**src/design/zpu_decode_pkg.sv**
```systemverilog
`default_nettype none

package zpu_decode_pkg;

    localparam int PC_W             = 32;
    localparam int EMU_VECTOR_SHIFT = 5;

    typedef logic [PC_W-1:0] pc_t;
    typedef logic [31:0]     word_t;
    typedef logic [7:0]      opcode_t;
    typedef logic [4:0]      offset_t;
    typedef logic [6:0]      instval_t;

    //////////////////////////////
    // Opcode group fields
    localparam logic       INST_IM     = 1'b1;   // Bit 7
    localparam logic [1:0] GRP_STORESP = 2'b10;  // Bits 6:5
    localparam logic [1:0] GRP_LOADSP  = 2'b11;
    localparam logic [1:0] GRP_EMULATE = 2'b01;
    localparam logic       INST_ADDSP  = 1'b1;   // Bit 4 when bits 6:5 are zero

    // Native codes, bits 3:0
    localparam logic [3:0] INST_BREAK  = 4'd0;
    localparam logic [3:0] INST_PUSHSP = 4'd2;
    localparam logic [3:0] INST_POPINT = 4'd3;
    localparam logic [3:0] INST_POPPC  = 4'd4;
    localparam logic [3:0] INST_ADD    = 4'd5;
    localparam logic [3:0] INST_AND    = 4'd6;
    localparam logic [3:0] INST_OR     = 4'd7;
    localparam logic [3:0] INST_LOAD   = 4'd8;
    localparam logic [3:0] INST_NOT    = 4'd9;
    localparam logic [3:0] INST_FLIP   = 4'd10;
    localparam logic [3:0] INST_NOP    = 4'd11;
    localparam logic [3:0] INST_STORE  = 4'd12;
    localparam logic [3:0] INST_POPSP  = 4'd13;

    // Emulated codes, bits 4:0
    localparam logic [4:0] INST_LOADH            = 5'd2;
    localparam logic [4:0] INST_STOREH           = 5'd3;
    localparam logic [4:0] INST_LESSTHAN         = 5'd4;
    localparam logic [4:0] INST_LESSTHANOREQUAL  = 5'd5;
    localparam logic [4:0] INST_ULESSTHAN        = 5'd6;
    localparam logic [4:0] INST_ULESSTHANOREQUAL = 5'd7;
    localparam logic [4:0] INST_MULT             = 5'd9;
    localparam logic [4:0] INST_LSHIFTRIGHT      = 5'd10;
    localparam logic [4:0] INST_ASHIFTLEFT       = 5'd11;
    localparam logic [4:0] INST_ASHIFTRIGHT      = 5'd12;
    localparam logic [4:0] INST_CALL             = 5'd13;
    localparam logic [4:0] INST_EQ               = 5'd14;
    localparam logic [4:0] INST_NEQ              = 5'd15;
    localparam logic [4:0] INST_NEG              = 5'd16;
    localparam logic [4:0] INST_SUB              = 5'd17;
    localparam logic [4:0] INST_XOR              = 5'd18;
    localparam logic [4:0] INST_LOADB            = 5'd19;
    localparam logic [4:0] INST_STOREB           = 5'd20;
    localparam logic [4:0] INST_EQBRANCH         = 5'd23;
    localparam logic [4:0] INST_NEQBRANCH        = 5'd24;
    localparam logic [4:0] INST_POPPCREL         = 5'd25;
    localparam logic [4:0] INST_PUSHPC           = 5'd27;
    localparam logic [4:0] INST_PUSHSPADD        = 5'd29;
    localparam logic [4:0] INST_CALLREL          = 5'd31;

    //////////////////////////////
    // Decode results
    typedef enum logic [5:0] {
        NOP, IM0, IMN, STORESP, STORESP1, STORESP2, LOADSP, ADDSP,
        POPPC, LOAD, STORE, PUSHSP, POPSP, ADD, AND, OR, NOT, FLIP, PUSHPC,
        LOADH, STOREH, LOADB, STOREB,
        LESSTHAN, LESSTHANOREQUAL, ULESSTHAN, ULESSTHANOREQUAL,
        LSHIFTRIGHT, ASHIFTLEFT, ASHIFTRIGHT,
        CALL, EQ, NEQ, NEG, SUB, XOR,
        EQBRANCH, NEQBRANCH, POPPCREL, PUSHSPADD, CALLREL, MULT
    } exe_op_t;

    typedef enum logic [1:0] {STAY, INC, DEC, TOS} sp_step_t;

    typedef enum logic [1:0] {STAY_SRC, INC_SRC, OFFSET_SRC, TOS_SRC} sp_src_t;

    // HOLD keeps the PC on BREAK, VECTOR is the emulate trap
    typedef enum logic [1:0] {ADVANCE, HOLD, VECTOR} pc_action_t;

endpackage

`default_nettype wire

```
**src/design/fetch_if.sv**
```systemverilog
`timescale 1ns/1ns
`default_nettype none

interface fetch_if;
    import zpu_decode_pkg::*;

    pc_t        pc;
    logic       idim;        // Previous instruction was an IM
    logic       decode_now;
    logic       bubble;      // Issue a NOP
    logic       take_int;    // Interrupt entry this cycle
    opcode_t    opcode;
    pc_action_t pc_action;

    modport ctrl (
        output pc, idim, decode_now, bubble, take_int,
        input  opcode, pc_action
    );

    modport dec (
        input  pc, idim,
        output opcode, pc_action
    );

    modport issue (
        input pc, decode_now, bubble, take_int, opcode
    );

endinterface

`default_nettype wire

```
**src/design/fetch_ctrl.sv**
```systemverilog
`timescale 1ns/1ns
`default_nettype none

module fetch_ctrl (
    input  logic                clk,
    input  logic                rst,
    input  logic                stall,
    input  logic                flush,
    input  logic                enable,
    input  logic                interrupt,
    input  zpu_decode_pkg::pc_t new_pc,
    input  zpu_decode_pkg::pc_t int_addr,
    output zpu_decode_pkg::pc_t fetch_addr,
    output logic                fetch_en,
    output logic                int_ack,
    fetch_if.ctrl               fif
);
    import zpu_decode_pkg::*;

    pc_t  pc;
    pc_t  next_pc;
    pc_t  vector_pc;
    logic wait_pre;
    logic wait_inst;
    logic idim;
    logic int_busy;
    logic hold;
    logic run;

    assign next_pc   = pc + pc_t'(1);
    assign vector_pc = pc_t'(fif.opcode[4:0]) << EMU_VECTOR_SHIFT;
    assign hold      = stall && !flush;
    assign run       = !flush && !stall && enable && !wait_inst;  // Word for pc is on mem_data

    assign fif.pc         = pc;
    assign fif.idim       = idim;
    assign fif.take_int   = run && interrupt && !int_busy && !idim;
    assign fif.decode_now = run && !fif.take_int;
    assign fif.bubble     = !hold && !run;

    assign int_ack  = int_busy;
    assign fetch_en = flush || (enable && (wait_inst || !stall));

    //////////////////////////////
    // Fetch address
    always_comb begin
        if (flush) begin
            fetch_addr = new_pc;
        end else if (fif.take_int) begin
            fetch_addr = int_addr;
        end else if (!fif.decode_now) begin
            fetch_addr = pc;  // Waiting, stalled or disabled
        end else begin
            case (fif.pc_action)
                HOLD:    fetch_addr = pc;
                VECTOR:  fetch_addr = vector_pc;
                default: fetch_addr = next_pc;
            endcase
        end
    end

    //////////////////////////////
    // PC, wait flags and IM state
    always_ff @(posedge clk) begin
        if (rst) begin
            pc        <= '0;
            wait_pre  <= 1'b1;
            wait_inst <= 1'b1;
            idim      <= 1'b0;
        end else if (flush) begin
            pc        <= new_pc;
            wait_pre  <= 1'b0;
            wait_inst <= 1'b0;
            idim      <= 1'b0;
        end else if (!stall && enable) begin
            wait_pre  <= 1'b0;
            wait_inst <= wait_pre;
            if (fif.take_int) begin
                pc        <= int_addr;
                wait_pre  <= 1'b1;
                wait_inst <= 1'b1;
            end else if (fif.decode_now) begin
                idim <= (fif.opcode[7] == INST_IM);
                case (fif.pc_action)
                    ADVANCE: pc <= next_pc;
                    VECTOR: begin
                        pc        <= vector_pc;
                        wait_pre  <= 1'b1;  // Two dead cycles for the new word
                        wait_inst <= 1'b1;
                    end
                    default: pc <= pc;      // BREAK spins in place
                endcase
            end
        end
    end

    // In progress until the request line drops
    always_ff @(posedge clk) begin
        if (rst) begin
            int_busy <= 1'b0;
        end else if (fif.take_int) begin
            int_busy <= 1'b1;
        end else if (!hold && !interrupt) begin
            int_busy <= 1'b0;
        end
    end

    a_flush_vs_int: assert property (@(posedge clk) disable iff (rst)
        !(flush && fif.take_int))
        else $error("Flush and interrupt entry in the same cycle");

    a_stall_holds_pc: assert property (@(posedge clk) disable iff (rst)
        hold |=> $stable(pc))
        else $error("PC moved during stall");

endmodule

`default_nettype wire

```
**src/design/issue_regs.sv**
```systemverilog
`timescale 1ns/1ns
`default_nettype none

module issue_regs (
    input  logic                     clk,
    input  logic                     rst,
    fetch_if.issue                   fif,
    input  zpu_decode_pkg::exe_op_t  exe_op,
    input  zpu_decode_pkg::sp_step_t sp_step,
    input  zpu_decode_pkg::sp_src_t  sp_src,
    output zpu_decode_pkg::exe_op_t  decoded_op,
    output zpu_decode_pkg::sp_step_t spstate,
    output zpu_decode_pkg::sp_src_t  spsource,
    output zpu_decode_pkg::offset_t  offset,
    output zpu_decode_pkg::instval_t inst_value,
    output zpu_decode_pkg::pc_t      pc_out,
    output zpu_decode_pkg::pc_t      next_pc_out
);
    import zpu_decode_pkg::*;

    pc_t next_pc;

    assign next_pc = fif.pc + pc_t'(1);

    always_ff @(posedge clk) begin
        if (rst) begin
            decoded_op  <= NOP;
            spstate     <= STAY;
            spsource    <= STAY_SRC;
            offset      <= '0;
            inst_value  <= '0;
            pc_out      <= '0;
            next_pc_out <= '0;
        end else if (fif.take_int || fif.decode_now) begin
            offset     <= {~fif.opcode[4], fif.opcode[3:0]};
            inst_value <= fif.opcode[6:0];
            pc_out     <= fif.pc;
            if (fif.take_int) begin
                decoded_op  <= PUSHPC;
                spstate     <= DEC;
                spsource    <= STAY_SRC;
                next_pc_out <= fif.pc;  // Return to the interrupted instruction
            end else begin
                decoded_op  <= exe_op;
                spstate     <= sp_step;
                spsource    <= sp_src;
                next_pc_out <= next_pc;
            end
        end else if (fif.bubble) begin
            decoded_op <= NOP;
            spstate    <= STAY;
            spsource   <= STAY_SRC;
        end
    end

    a_outputs_known: assert property (@(posedge clk) disable iff (rst)
        !$isunknown({decoded_op, spstate, spsource, offset, inst_value, pc_out, next_pc_out}))
        else $error("Unknown value on decode outputs");

endmodule

`default_nettype wire

```
**src/design/opcode_decoder.sv**
```systemverilog
`timescale 1ns/1ns
`default_nettype none

module opcode_decoder (
    input  zpu_decode_pkg::word_t    mem_data,
    fetch_if.dec                     fif,
    output zpu_decode_pkg::exe_op_t  exe_op,
    output zpu_decode_pkg::sp_step_t sp_step,
    output zpu_decode_pkg::sp_src_t  sp_src
);
    import zpu_decode_pkg::*;

    logic [1:0] lane;
    opcode_t    opcode;
    offset_t    offset;

    // Big-endian, PC lane 0 sits in the top byte
    assign lane       = ~fif.pc[1:0];
    assign opcode     = mem_data[{lane, 3'b000} +: 8];
    assign offset     = {~opcode[4], opcode[3:0]};
    assign fif.opcode = opcode;

    //////////////////////////////
    // Opcode to operation
    always_comb begin
        exe_op        = NOP;
        fif.pc_action = ADVANCE;
        if (opcode[7] == INST_IM) begin
            exe_op = fif.idim ? IMN : IM0;  // First IM pushes
        end else begin
            case (opcode[6:5])
                GRP_STORESP: begin
                    if (offset == 5'd1)
                        exe_op = STORESP1;
                    else if (offset == 5'd2)
                        exe_op = STORESP2;
                    else
                        exe_op = STORESP;
                end
                GRP_LOADSP: exe_op = LOADSP;
                GRP_EMULATE: begin
                    case (opcode[4:0])
                        INST_LOADH:            exe_op = LOADH;
                        INST_STOREH:           exe_op = STOREH;
                        INST_LOADB:            exe_op = LOADB;
                        INST_STOREB:           exe_op = STOREB;
                        INST_LESSTHAN:         exe_op = LESSTHAN;
                        INST_LESSTHANOREQUAL:  exe_op = LESSTHANOREQUAL;
                        INST_ULESSTHAN:        exe_op = ULESSTHAN;
                        INST_ULESSTHANOREQUAL: exe_op = ULESSTHANOREQUAL;
                        INST_LSHIFTRIGHT:      exe_op = LSHIFTRIGHT;
                        INST_ASHIFTLEFT:       exe_op = ASHIFTLEFT;
                        INST_ASHIFTRIGHT:      exe_op = ASHIFTRIGHT;
                        INST_CALL:             exe_op = CALL;
                        INST_EQ:               exe_op = EQ;
                        INST_NEQ:              exe_op = NEQ;
                        INST_NEG:              exe_op = NEG;
                        INST_SUB:              exe_op = SUB;
                        INST_XOR:              exe_op = XOR;
                        INST_EQBRANCH:         exe_op = EQBRANCH;
                        INST_NEQBRANCH:        exe_op = NEQBRANCH;
                        INST_POPPCREL:         exe_op = POPPCREL;
                        INST_PUSHPC:           exe_op = PUSHPC;
                        INST_PUSHSPADD:        exe_op = PUSHSPADD;
                        INST_CALLREL:          exe_op = CALLREL;
                        INST_MULT:             exe_op = MULT;
                        default: begin
                            // Software emulation entry, push return PC
                            exe_op        = PUSHPC;
                            fif.pc_action = VECTOR;
                        end
                    endcase
                end
                default: begin
                    if (opcode[4] == INST_ADDSP) begin
                        exe_op = ADDSP;
                    end else begin
                        case (opcode[3:0])
                            INST_PUSHSP: exe_op = PUSHSP;
                            INST_POPPC:  exe_op = POPPC;
                            INST_POPINT: exe_op = POPPC;
                            INST_ADD:    exe_op = ADD;
                            INST_AND:    exe_op = AND;
                            INST_OR:     exe_op = OR;
                            INST_LOAD:   exe_op = LOAD;
                            INST_NOT:    exe_op = NOT;
                            INST_FLIP:   exe_op = FLIP;
                            INST_NOP:    exe_op = NOP;
                            INST_STORE:  exe_op = STORE;
                            INST_POPSP:  exe_op = POPSP;
                            default:     fif.pc_action = HOLD;  // BREAK and unused codes
                        endcase
                    end
                end
            endcase
        end
    end

    //////////////////////////////
    // Stack pointer step and address source
    always_comb begin
        sp_step = STAY;
        sp_src  = STAY_SRC;
        case (exe_op)
            IM0, PUSHSP, PUSHPC: sp_step = DEC;
            LOADSP: begin
                sp_step = DEC;
                sp_src  = OFFSET_SRC;
            end
            ADDSP: sp_src = OFFSET_SRC;
            POPSP: begin
                sp_step = TOS;
                sp_src  = TOS_SRC;
            end
            STORESP, STORESP1, STORESP2, POPPC, STORE, ADD, AND, OR,
            STOREH, STOREB, LESSTHAN, LESSTHANOREQUAL, ULESSTHAN, ULESSTHANOREQUAL,
            LSHIFTRIGHT, ASHIFTLEFT, ASHIFTRIGHT, EQ, NEQ, SUB, XOR,
            EQBRANCH, NEQBRANCH, POPPCREL, MULT: begin
                sp_step = INC;  // Two operands in, one out
                sp_src  = INC_SRC;
            end
            default: ;
        endcase
    end

endmodule

`default_nettype wire

```
**src/design/zpu_decode.sv**
```systemverilog
`timescale 1ns/1ns
`default_nettype none

module zpu_decode (
    input  logic                     clk,
    input  logic                     rst,
    input  logic                     stall,
    input  logic                     flush,
    input  logic                     enable,
    input  logic                     interrupt,
    input  zpu_decode_pkg::pc_t      new_pc,
    input  zpu_decode_pkg::pc_t      int_addr,
    input  zpu_decode_pkg::word_t    mem_data,
    output zpu_decode_pkg::pc_t      fetch_addr,
    output logic                     fetch_en,
    output logic                     int_ack,
    output zpu_decode_pkg::exe_op_t  decoded_op,
    output zpu_decode_pkg::sp_step_t spstate,
    output zpu_decode_pkg::sp_src_t  spsource,
    output zpu_decode_pkg::offset_t  offset,
    output zpu_decode_pkg::instval_t inst_value,
    output zpu_decode_pkg::pc_t      pc_out,
    output zpu_decode_pkg::pc_t      next_pc_out
);
    import zpu_decode_pkg::*;

    exe_op_t  exe_op;
    sp_step_t sp_step;
    sp_src_t  sp_src;

    fetch_if fif ();

    fetch_ctrl u_fetch_ctrl (
        .clk        (clk),
        .rst        (rst),
        .stall      (stall),
        .flush      (flush),
        .enable     (enable),
        .interrupt  (interrupt),
        .new_pc     (new_pc),
        .int_addr   (int_addr),
        .fetch_addr (fetch_addr),
        .fetch_en   (fetch_en),
        .int_ack    (int_ack),
        .fif        (fif)
    );

    opcode_decoder u_opcode_decoder (
        .mem_data (mem_data),
        .fif      (fif),
        .exe_op   (exe_op),
        .sp_step  (sp_step),
        .sp_src   (sp_src)
    );

    // Registered toward execute
    issue_regs u_issue_regs (
        .clk         (clk),
        .rst         (rst),
        .fif         (fif),
        .exe_op      (exe_op),
        .sp_step     (sp_step),
        .sp_src      (sp_src),
        .decoded_op  (decoded_op),
        .spstate     (spstate),
        .spsource    (spsource),
        .offset      (offset),
        .inst_value  (inst_value),
        .pc_out      (pc_out),
        .next_pc_out (next_pc_out)
    );

endmodule

`default_nettype wire

```
**config.mk**
```make
export PLATFORM = sky130hd
export DESIGN_NAME = zpu_decode
export DESIGN_NICKNAME = d
export VERILOG_FILES = /design/src/design/zpu_decode_pkg.sv /design/src/design/fetch_if.sv /design/src/design/fetch_ctrl.sv /design/src/design/issue_regs.sv /design/src/design/opcode_decoder.sv /design/src/design/zpu_decode.sv
export SDC_FILE = /design/constraint.sdc
export NUM_CORES = 1
export LEC_CHECK = 0
export ABC_AREA = 1
export BUFFER_PORTS_ARGS = -buffer_cell sky130_fd_sc_hd__buf_2
export CAP_MARGIN = 5
export CORE_UTILIZATION = 40
export DETAILED_ROUTE_END_ITERATION = 6
export GPL_TIMING_DRIVEN = 0
export PLACE_DENSITY_LB_ADDON = 0.1
export SKIP_CTS_REPAIR_TIMING = 1
export SLEW_MARGIN = 20
export SYNTH_ARGS = -nofsm -noshare
export SYNTH_HDL_FRONTEND = slang
export SYNTH_SLANG_ARGS = --single-unit
```
**constraint.sdc**
```tcl
create_clock -name clk -period 4.1 [get_ports clk]
set_clock_uncertainty 0.15 [all_clocks]
set_input_delay 0.615 -clock clk [delete_from_list [all_inputs] [get_ports clk]]
set_output_delay 0.615 -clock clk [all_outputs]
set_load 0.005 [all_outputs]
```
==> results.md, run 1 <==
- Leak: around 5 nW
- Synth area leader: dfxtp_1
- Layout overhead on the synthesized area: 34.54%
- Post-synth top flop: dfxtp_1
- H-Tree Depth: 4
- Overall Power: ~0.004 W
- Port Buffers: 220
- Yosys warnings: 0
- Via/cell ratio: 5.621
- Clock Sinks: between 100 and 150
- Max Transition Viols Final: 0
- Via total after detailed routing: 10210
- # fillers: about 2000
- Worst Hold Path EP: u_issue_regs.pc_out[26]
- Min-Delay Path Class: register to register
- Worst setup EP type: output pin
- CP Class: register to output pin
- Mean Syn Cell Area: about 6.4 um^2
- Reg-to-reg startpoint: u_fetch_ctrl.fif.pc[0]
- Crit path launch type: register
- Die height: approximately 140 um
- Arrival time at the worst endpoint: ~3.5 ns
- Mapped Nets: roughly 1400
- Worst Slack Setup Final: -0.1379 ns
- Global-route wire length before repair: about 50000 um
- Initial Util: 0.4107
- NumNets Final: between 1500 and 2000
- Routability congestion estimate: ~1
- Top post-synthesis cells by area: dfxtp_1, nand2_1, o21ai_0
- Final WL: around 36000 um
- Final Hold Fails: 0
- Total grt overflow: 0
- CP bufs+invs: 5
- Crit share post-route: 1.034
- Hold depth: 2
- Yosys cell types: between 50 and 60
- Failing checks: setup timing
- Hold_sp: u_issue_regs.pc_out[26]
- Multi-input gate area: roughly 5200 um^2
- Setup TNS: -1.773 ns
- CTS tree: done
- Reg2reg path depth: 17
- Register area: ~2300 um^2
- CTS Buffer Depth: 2
- Die Area: 20690 um^2
- Post-DP HPWL: roughly 27000 um
- Post-Syn Area: 8046 um^2
- Diodes inserted: 0
- Crit path time final: ~4.2 ns
- Vias in the first global route: a little over 9000
- Status: finished with violations
- Post-Layout Cell Count: ~1800
- Unrepaired setup endpoints after global routing: yes
- Synth top area share: 0.2911
- Slew margin rel.: 0.3777
- Cell area power density: approximately 360 nW/um^2
- Post-Syn Instances: about 1300
- Top-count cell post-synth: nand2_1
- Initial antenna violation count: 0
- Clk Tree Root Cell: clkbuf_16
- Sequential area share after synthesis: 0.2911
- Largest net degree at the start of global routing: 17
- Worst-path cell chain: buf_6 > nand2_1 > nand3_2 > nand2_4 > nand2_4 > nor2_1 > nand2_1 > nand3_2 > nor2_2 > nand3_2 > inv_2 > nand3_4 > ha_4 > clkinvlp_4 > nor2_4 > buf_4 > a21oi_1 > o21ai_1 > buf_2
- Worst-margin pin slew: between 0.9 and 1 ns
- Top cells by count, synth: nand2_1, inv_1, dfxtp_1, o21ai_0, a21oi_1
- Asr flop ratio synth: 0
- Drc violations: 0
- Peak supply drop: ~0.3 mV
- Final Setup Violations: 26
- Max cap viols: 0
- Reg2Reg Setup Slack: 0.19 ns
- Util after Layout: 0.5526
- Slowest stage delay, CP: 0.44 ns
- Fraction of final layout cells sized beyond drive strength 1: 0.2893
- Clk Latency, worst-skew pair: between 0.4 and 0.5 ns
- Critical path's top delay family: simple AND/OR/NAND/NOR gates
- Peak Freq: between 200 and 250 MHz
- Crit-path max FO: 7
- Core area: ~20000 um^2
- Row Count: slightly above 50
- Worst R2R End: u_fetch_ctrl.fif.pc[20]
- Wire per inst: ~20 um
- Width of the die: between 100 and 150 um
- Top Ports: roughly 220
- CTS buffer count: 17
- Placed insts: about 1700
- Initial DRC count: just under 800
- Crit-path most repeated cell: nand3_2
- Clk pin slew, worst setup/hold paths: ~0.060 ns
- Number of synthesized flops with an enable pin: 0
- Req. time, crit path: ~3.3 ns
- Pre-Repair DR Iteration Count: 5
- Overall routing resource usage: 0.3375
- Antenna-violating nets left: 0
- Seq cells post-synth: 117
- Crit-path slowest cell: dfxtp_4
-- placed cells by master (no fill, tap or decap), types with 6 or more instances in the layout --
| cell | Yosys | final |
|---|---|---|
| xor2_1 | 28 | 26 |
| buf_1 | 12 | 11 |
| nand3_2 | 9 | 16 |
| nand3_1 | 41 | 32 |
| nor2_1 | 54 | 41 |
| nand2_4 | 7 | 17 |
| o221ai_1 | 11 | 10 |
| inv_1 | 130 | 127 |
| o211ai_1 | 7 | 7 |
| nand2_2 | 18 | 25 |
| nor3_1 | 14 | 13 |
| buf_2 | 1 | 222 |
| clkbuf_1 | 56 | 48 |
| buf_6 | 3 | 7 |
| nor2_2 | 10 | 13 |
| o211a_1 | 10 | 10 |
| clkbuf_16 | 0 | 17 |
| o21ai_0 | 101 | 83 |
| o22ai_1 | 45 | 42 |
| nand2_1 | 376 | 359 |
| a21oi_1 | 79 | 76 |
| a22oi_1 | 19 | 19 |
| buf_4 | 8 | 42 |
| inv_2 | 10 | 10 |
| a31oi_1 | 35 | 35 |
| clkinvlp_4 | 0 | 6 |
| nand4_1 | 13 | 13 |
| nor2_4 | 7 | 17 |
| o21ai_2 | 3 | 6 |
| dfxtp_1 | 117 | 115 |
| o21ai_1 | 5 | 20 |
-- worst register-to-register path: cells and delay by family, from the launching register on --
family	cells	cell delay, ns
adders and majority gates	1	0.22
DFF	1	0.40
AOI/OAI and AO/OA	2	0.69
buffers and inverters	5	1.07
and+or+nand+nor	9	1.30
-- state kept, by name, summed over array words and instances, names as in the netlist --
signal	flops
u_fetch_ctrl.wait_inst	1
u_issue_regs.offset	1
u_fetch_ctrl.wait_pre	1
u_issue_regs.inst_value	7
u_issue_regs.decoded_op	6
u_issue_regs.pc_out	32
u_issue_regs.spstate	1
u_fetch_ctrl.fif.pc	32
u_fetch_ctrl.fif.idim	1
u_fetch_ctrl.int_ack	1
u_issue_regs.spsource	2
u_issue_regs.next_pc_out	32
-- cell families after synthesis --
logic type,count (synthesis),share of synthesized area
fa+ha+maj,4,0.006220
compound gates,324,0.2395
xor+xnor,29,0.03157
flops,117,0.2911
buf+inv,223,0.1110
simple gates,566,0.3206
-- how the worst max path moves through the flow --
stage               cells past startpoint                    from  slack (ns)             end
finish                                 19  u_fetch_ctrl.fif.pc[0]       -0.14  fetch_addr[15]
floorplan                              17            mem_data[20]        0.54   fetch_addr[5]
global placement                       21            mem_data[18]       -0.84   fetch_addr[5]
CTS                                    21  u_fetch_ctrl.fif.pc[0]       -1.15   fetch_addr[5]
detailed placement                     21             mem_data[2]       -0.74   fetch_addr[5]
global route                           19  u_fetch_ctrl.fif.pc[0]       -0.23  fetch_addr[31]
-- metrics by stage --
stage                     instance area [um^2]  worst slack (ns)  hold slack [ns]
after CTS                                10100            -1.155           0.3112
after global placement                    9479           -0.8391           0.2992
after detailed placement                  9479           -0.7443           0.3018
after global routing                     10830           -0.2321           0.3223
final                                    10830           -0.1379           0.3078
after floorplan                           8046            0.5373           0.2942
-- routing by layer --
layer | vias to the layer above | global-route usage | routed length [um]
li1 | 4764 | - | -
met1 | 4743 | 0.3991 | 14310
met2 | 592 | 0.5632 | 16820
met3 | 114 | 0.06864 | 3095
met4 | 0 | 0.1988 | 1797
met5 | - | 0 | 0
-- cell type report --
cell class | count | area share
multi-input combinational | 923 | 0.4776
sequential | 117 | 0.2171
timing repair buffer | 257 | 0.1284
inverter | 143 | 0.05178
clock buffer | 19 | 0.04184
buffer | 80 | 0.03687
tap | 265 | 0.03063
clock inverter | 13 | 0.01583
-- power breakdown --
part / leakage [nW] / internal (W) / switching (W) / total, W
clock network: 0.289 / 0.000994 / 0.000611 / 0.00161
logic: 3.91 / 0.000387 / 0.000702 / 0.00109
registers: 0.954 / 0.00118 / 0.0000486 / 0.00123
(Power assumes the default switching activity.)
==> inputs of run 2 (changes only) <==
==> constraint.sdc (replaced) <==
create_clock -name clk -period 4.1 [get_ports clk]
set_clock_uncertainty 0.15 [all_clocks]
set_input_delay 0.205 -clock clk [delete_from_list [all_inputs] [get_ports clk]]
set_output_delay 0.205 -clock clk [all_outputs]
set_load 0.005 [all_outputs]
==> results.md, run 2 (synthesized netlist as in run 1, its figures left out) <==
- Clock share of power: 0.420 (+0.010)
- NumNets Final: 1641 (-0.24%)
- Leak: 5.009 nW (-2.8%)
- Via total after detailed routing: 10030 (-1.8%)
- Most frequent cells in the layout: nand2_1, buf_2, inv_1, dfxtp_1, o21ai_0
- H-Tree Depth: 4 (unchanged)
- Row Count: 51 (unchanged)
- Port Buffers: 220 (unchanged)
- Overall routing resource usage: 0.3375 (unchanged)
- Pre-Repair DR Iteration Count: 7 (+2)
- Hold WS: -0.04819 ns (-0.3560 ns)
- Worst-margin pin slew: 0.9339 ns (+0.0003749 ns)
- CTS buffer count: 17 (unchanged)
- CP Class: register to output pin
- Clk Tree Root Cell: clkbuf_16
- Status: finished with violations
- Cell area power density: 361.9 nW/um^2 (about the same)
- Crit share post-route: 0.9805 (-0.05319)
- CTS Buffer Depth: 2 (unchanged)
- Placed insts: 1748 (unchanged)
- Total grt overflow: 0 (unchanged)
- Arrival time at the worst endpoint: 3.66 ns (+0.19 ns)
- Top Ports: 222 (unchanged)
- CTS tree: done
- Worst setup EP type: output pin
- Register area: 2350 um^2 (unchanged)
- Final WL: 35450 um (-1.6%)
- Crit-path max FO: 10 (+3)
- Width of the die: 143.8 um (unchanged)
- Core area: 19590 um^2 (unchanged)
- Peak supply drop: 0.3009 mV (+0.20%)
- Global-route wire length before repair: 51540 um (unchanged)
- Final instance area: 10570 um^2 (-2.4%)
- Wire per inst: 19.55 um (-1.4%)
- Max Transition Viols Final: 0 (unchanged)
- Sw Share: 0.3438 (-0.003505)
- Comb power frac: 0.260 (-0.018)
- Initial Util: 0.4107 (unchanged)
- Largest net degree at the start of global routing: 17 (unchanged)
- Peak Freq: 248.8 MHz (+5.4%)
- Clk Latency, worst-skew pair: 0.43 ns (about the same)
- Req. time, crit path: 3.74 ns (+0.40 ns)
- Min-Delay Path Class: input port to register
- Final Hold Fails: 2 (+2)
- Via/cell ratio: 5.532 (-1.6%)
- Cell Int Power: 0.002510 W (-1.9%)
- Clock Sinks: 117 (unchanged)
- Fraction of final layout cells sized beyond drive strength 1: 0.2397 (-0.04964)
- Layout overhead on the synthesized area: 31.33%
- # fillers: 2111 (+2.6%)
- Routability congestion estimate: 1.007 (unchanged)
- Slew margin rel.: 0.3774 (about the same)
- Antenna-violating nets left: 0 (unchanged)
- Post-DP HPWL: 26870 um (unchanged)
- Seq pwr share: 0.320 (+0.007)
- Diodes inserted: 0 (unchanged)
- Die Area: 20690 um^2 (unchanged)
- Area after DPL: 9479 um^2 (unchanged)
- Multi-input gate area: 4923 um^2 (-4.8%)
- Vias in the first global route: 9258 (unchanged)
- Crit path launch type: register
- Sw Pwr: 0.001315 W (-3.4%)
- Crit path time final: 4.020 ns (-0.2181 ns)
- Max cap viols: 0 (unchanged)
- Initial DRC count: 756 (-3.3%)
- Initial antenna violation count: 0 (unchanged)
- Failing checks: DRC, hold timing
- Post-Layout Cell Count: 1813 (-0.22%)
- Drc violations: 8 (+8)
- Final Setup Violations: 0 (-100%)
- Clk pin slew, worst setup/hold paths: 0.06 ns (about the same)
- Top flop regs: u_fetch_ctrl.fif.pc (32), u_issue_regs.next_pc_out (32), u_issue_regs.pc_out (32)
- Die height: 143.8 um (unchanged)
- Commonest non-fill, non-tap cell in the layout: nand2_1
## run 2: cell types whose count changed in the layout (fill, tap and decap cells not counted), moves of 10 or more
cell and change:
o21ai_1 -11, o21ai_0 +13, buf_4 -28, nor2_1 +10
nand2_1 +13, dlygate4sd3_1 +28
## run 2: worst max-delay path, stage by stage, from the launching register on
cell and delay, ns:
dfxtp_1 0.38, nor3_1 0.66, inv_1 0.21, nor2_1 0.51, inv_1 0.17, clkbuf_1 0.35
clkbuf_1 0.42, o21ai_0 0.26, nand2_1 0.07, nand2_1 0.09, buf_2 0.11
## run 2: routing by layer
| metal | track usage | wire length, um | up-vias |
|---|---|---|---|
| met1 | 0.3991 | 14190 | 4622 |
| met4 | 0.1988 | 1591 | 0 |
| met5 | 0 | 0 | - |
| met3 | 0.06864 | 2979 | 98 |
| met2 | 0.5632 | 16690 | 564 |
| li1 | - | - | 4745 |
## run 2: power groups by stage
stage | sequential (W) | clock, W | combinational, W
2_1_floorplan | 0.00123 | 0 | 0.000613
3_3_place_gp | 0.00125 | 0 | 0.000928
3_5_place_dp | 0.00125 | 0 | 0.000925
4_1_cts | 0.00122 | 0.00160 | 0.000930
5_1_grt | 0.00123 | 0.00166 | 0.00109
6_report | 0.00122 | 0.00161 | 0.000996
## run 2: path summary, 6_finish.rpt
| path | slack, ns | end | start | depth (start not counted) |
|---|---|---|---|---|
| max | 0.08 | fetch_addr[0] | u_fetch_ctrl.fif.idim | 10 |
| min | -0.05 | u_fetch_ctrl.fif.pc[23] | new_pc[23] | 5 |
| max reg2reg | 0.25 | u_fetch_ctrl.fif.pc[20] | u_fetch_ctrl.fif.pc[0] | 17 |
| min reg2reg | 0.31 | u_issue_regs.pc_out[26] | u_issue_regs.pc_out[26] | 2 |
## run 2: stage by stage
step	hold WS, ns	total power (W)	TNS [ns]	util	setup slack, ns
global route	0.006654	0.003972	-0.005103	0.5394	-0.005103
finish	-0.04819	0.003825	0	0.5394	0.08014
CTS	-0.08247	0.003752	-15.30	0.5157	-0.7446
global placement	0.2992	0.002174	-4.686	0.4839	-0.3722
floorplan	0.2310	0.001846	0	-	1.029
detailed placement	0.3018	0.002170	-3.473	0.4839	-0.2730
## run 2: final cells by class
class / count / area share
multi-input cells: 923 / 0.4659
flip-flops and latches: 117 / 0.2224
repair buffers: 253 / 0.1343
inverters: 143 / 0.05198
clock buffers: 19 / 0.04286
plain buffers: 80 / 0.03505
well taps: 265 / 0.03138
clock inverters: 13 / 0.01622
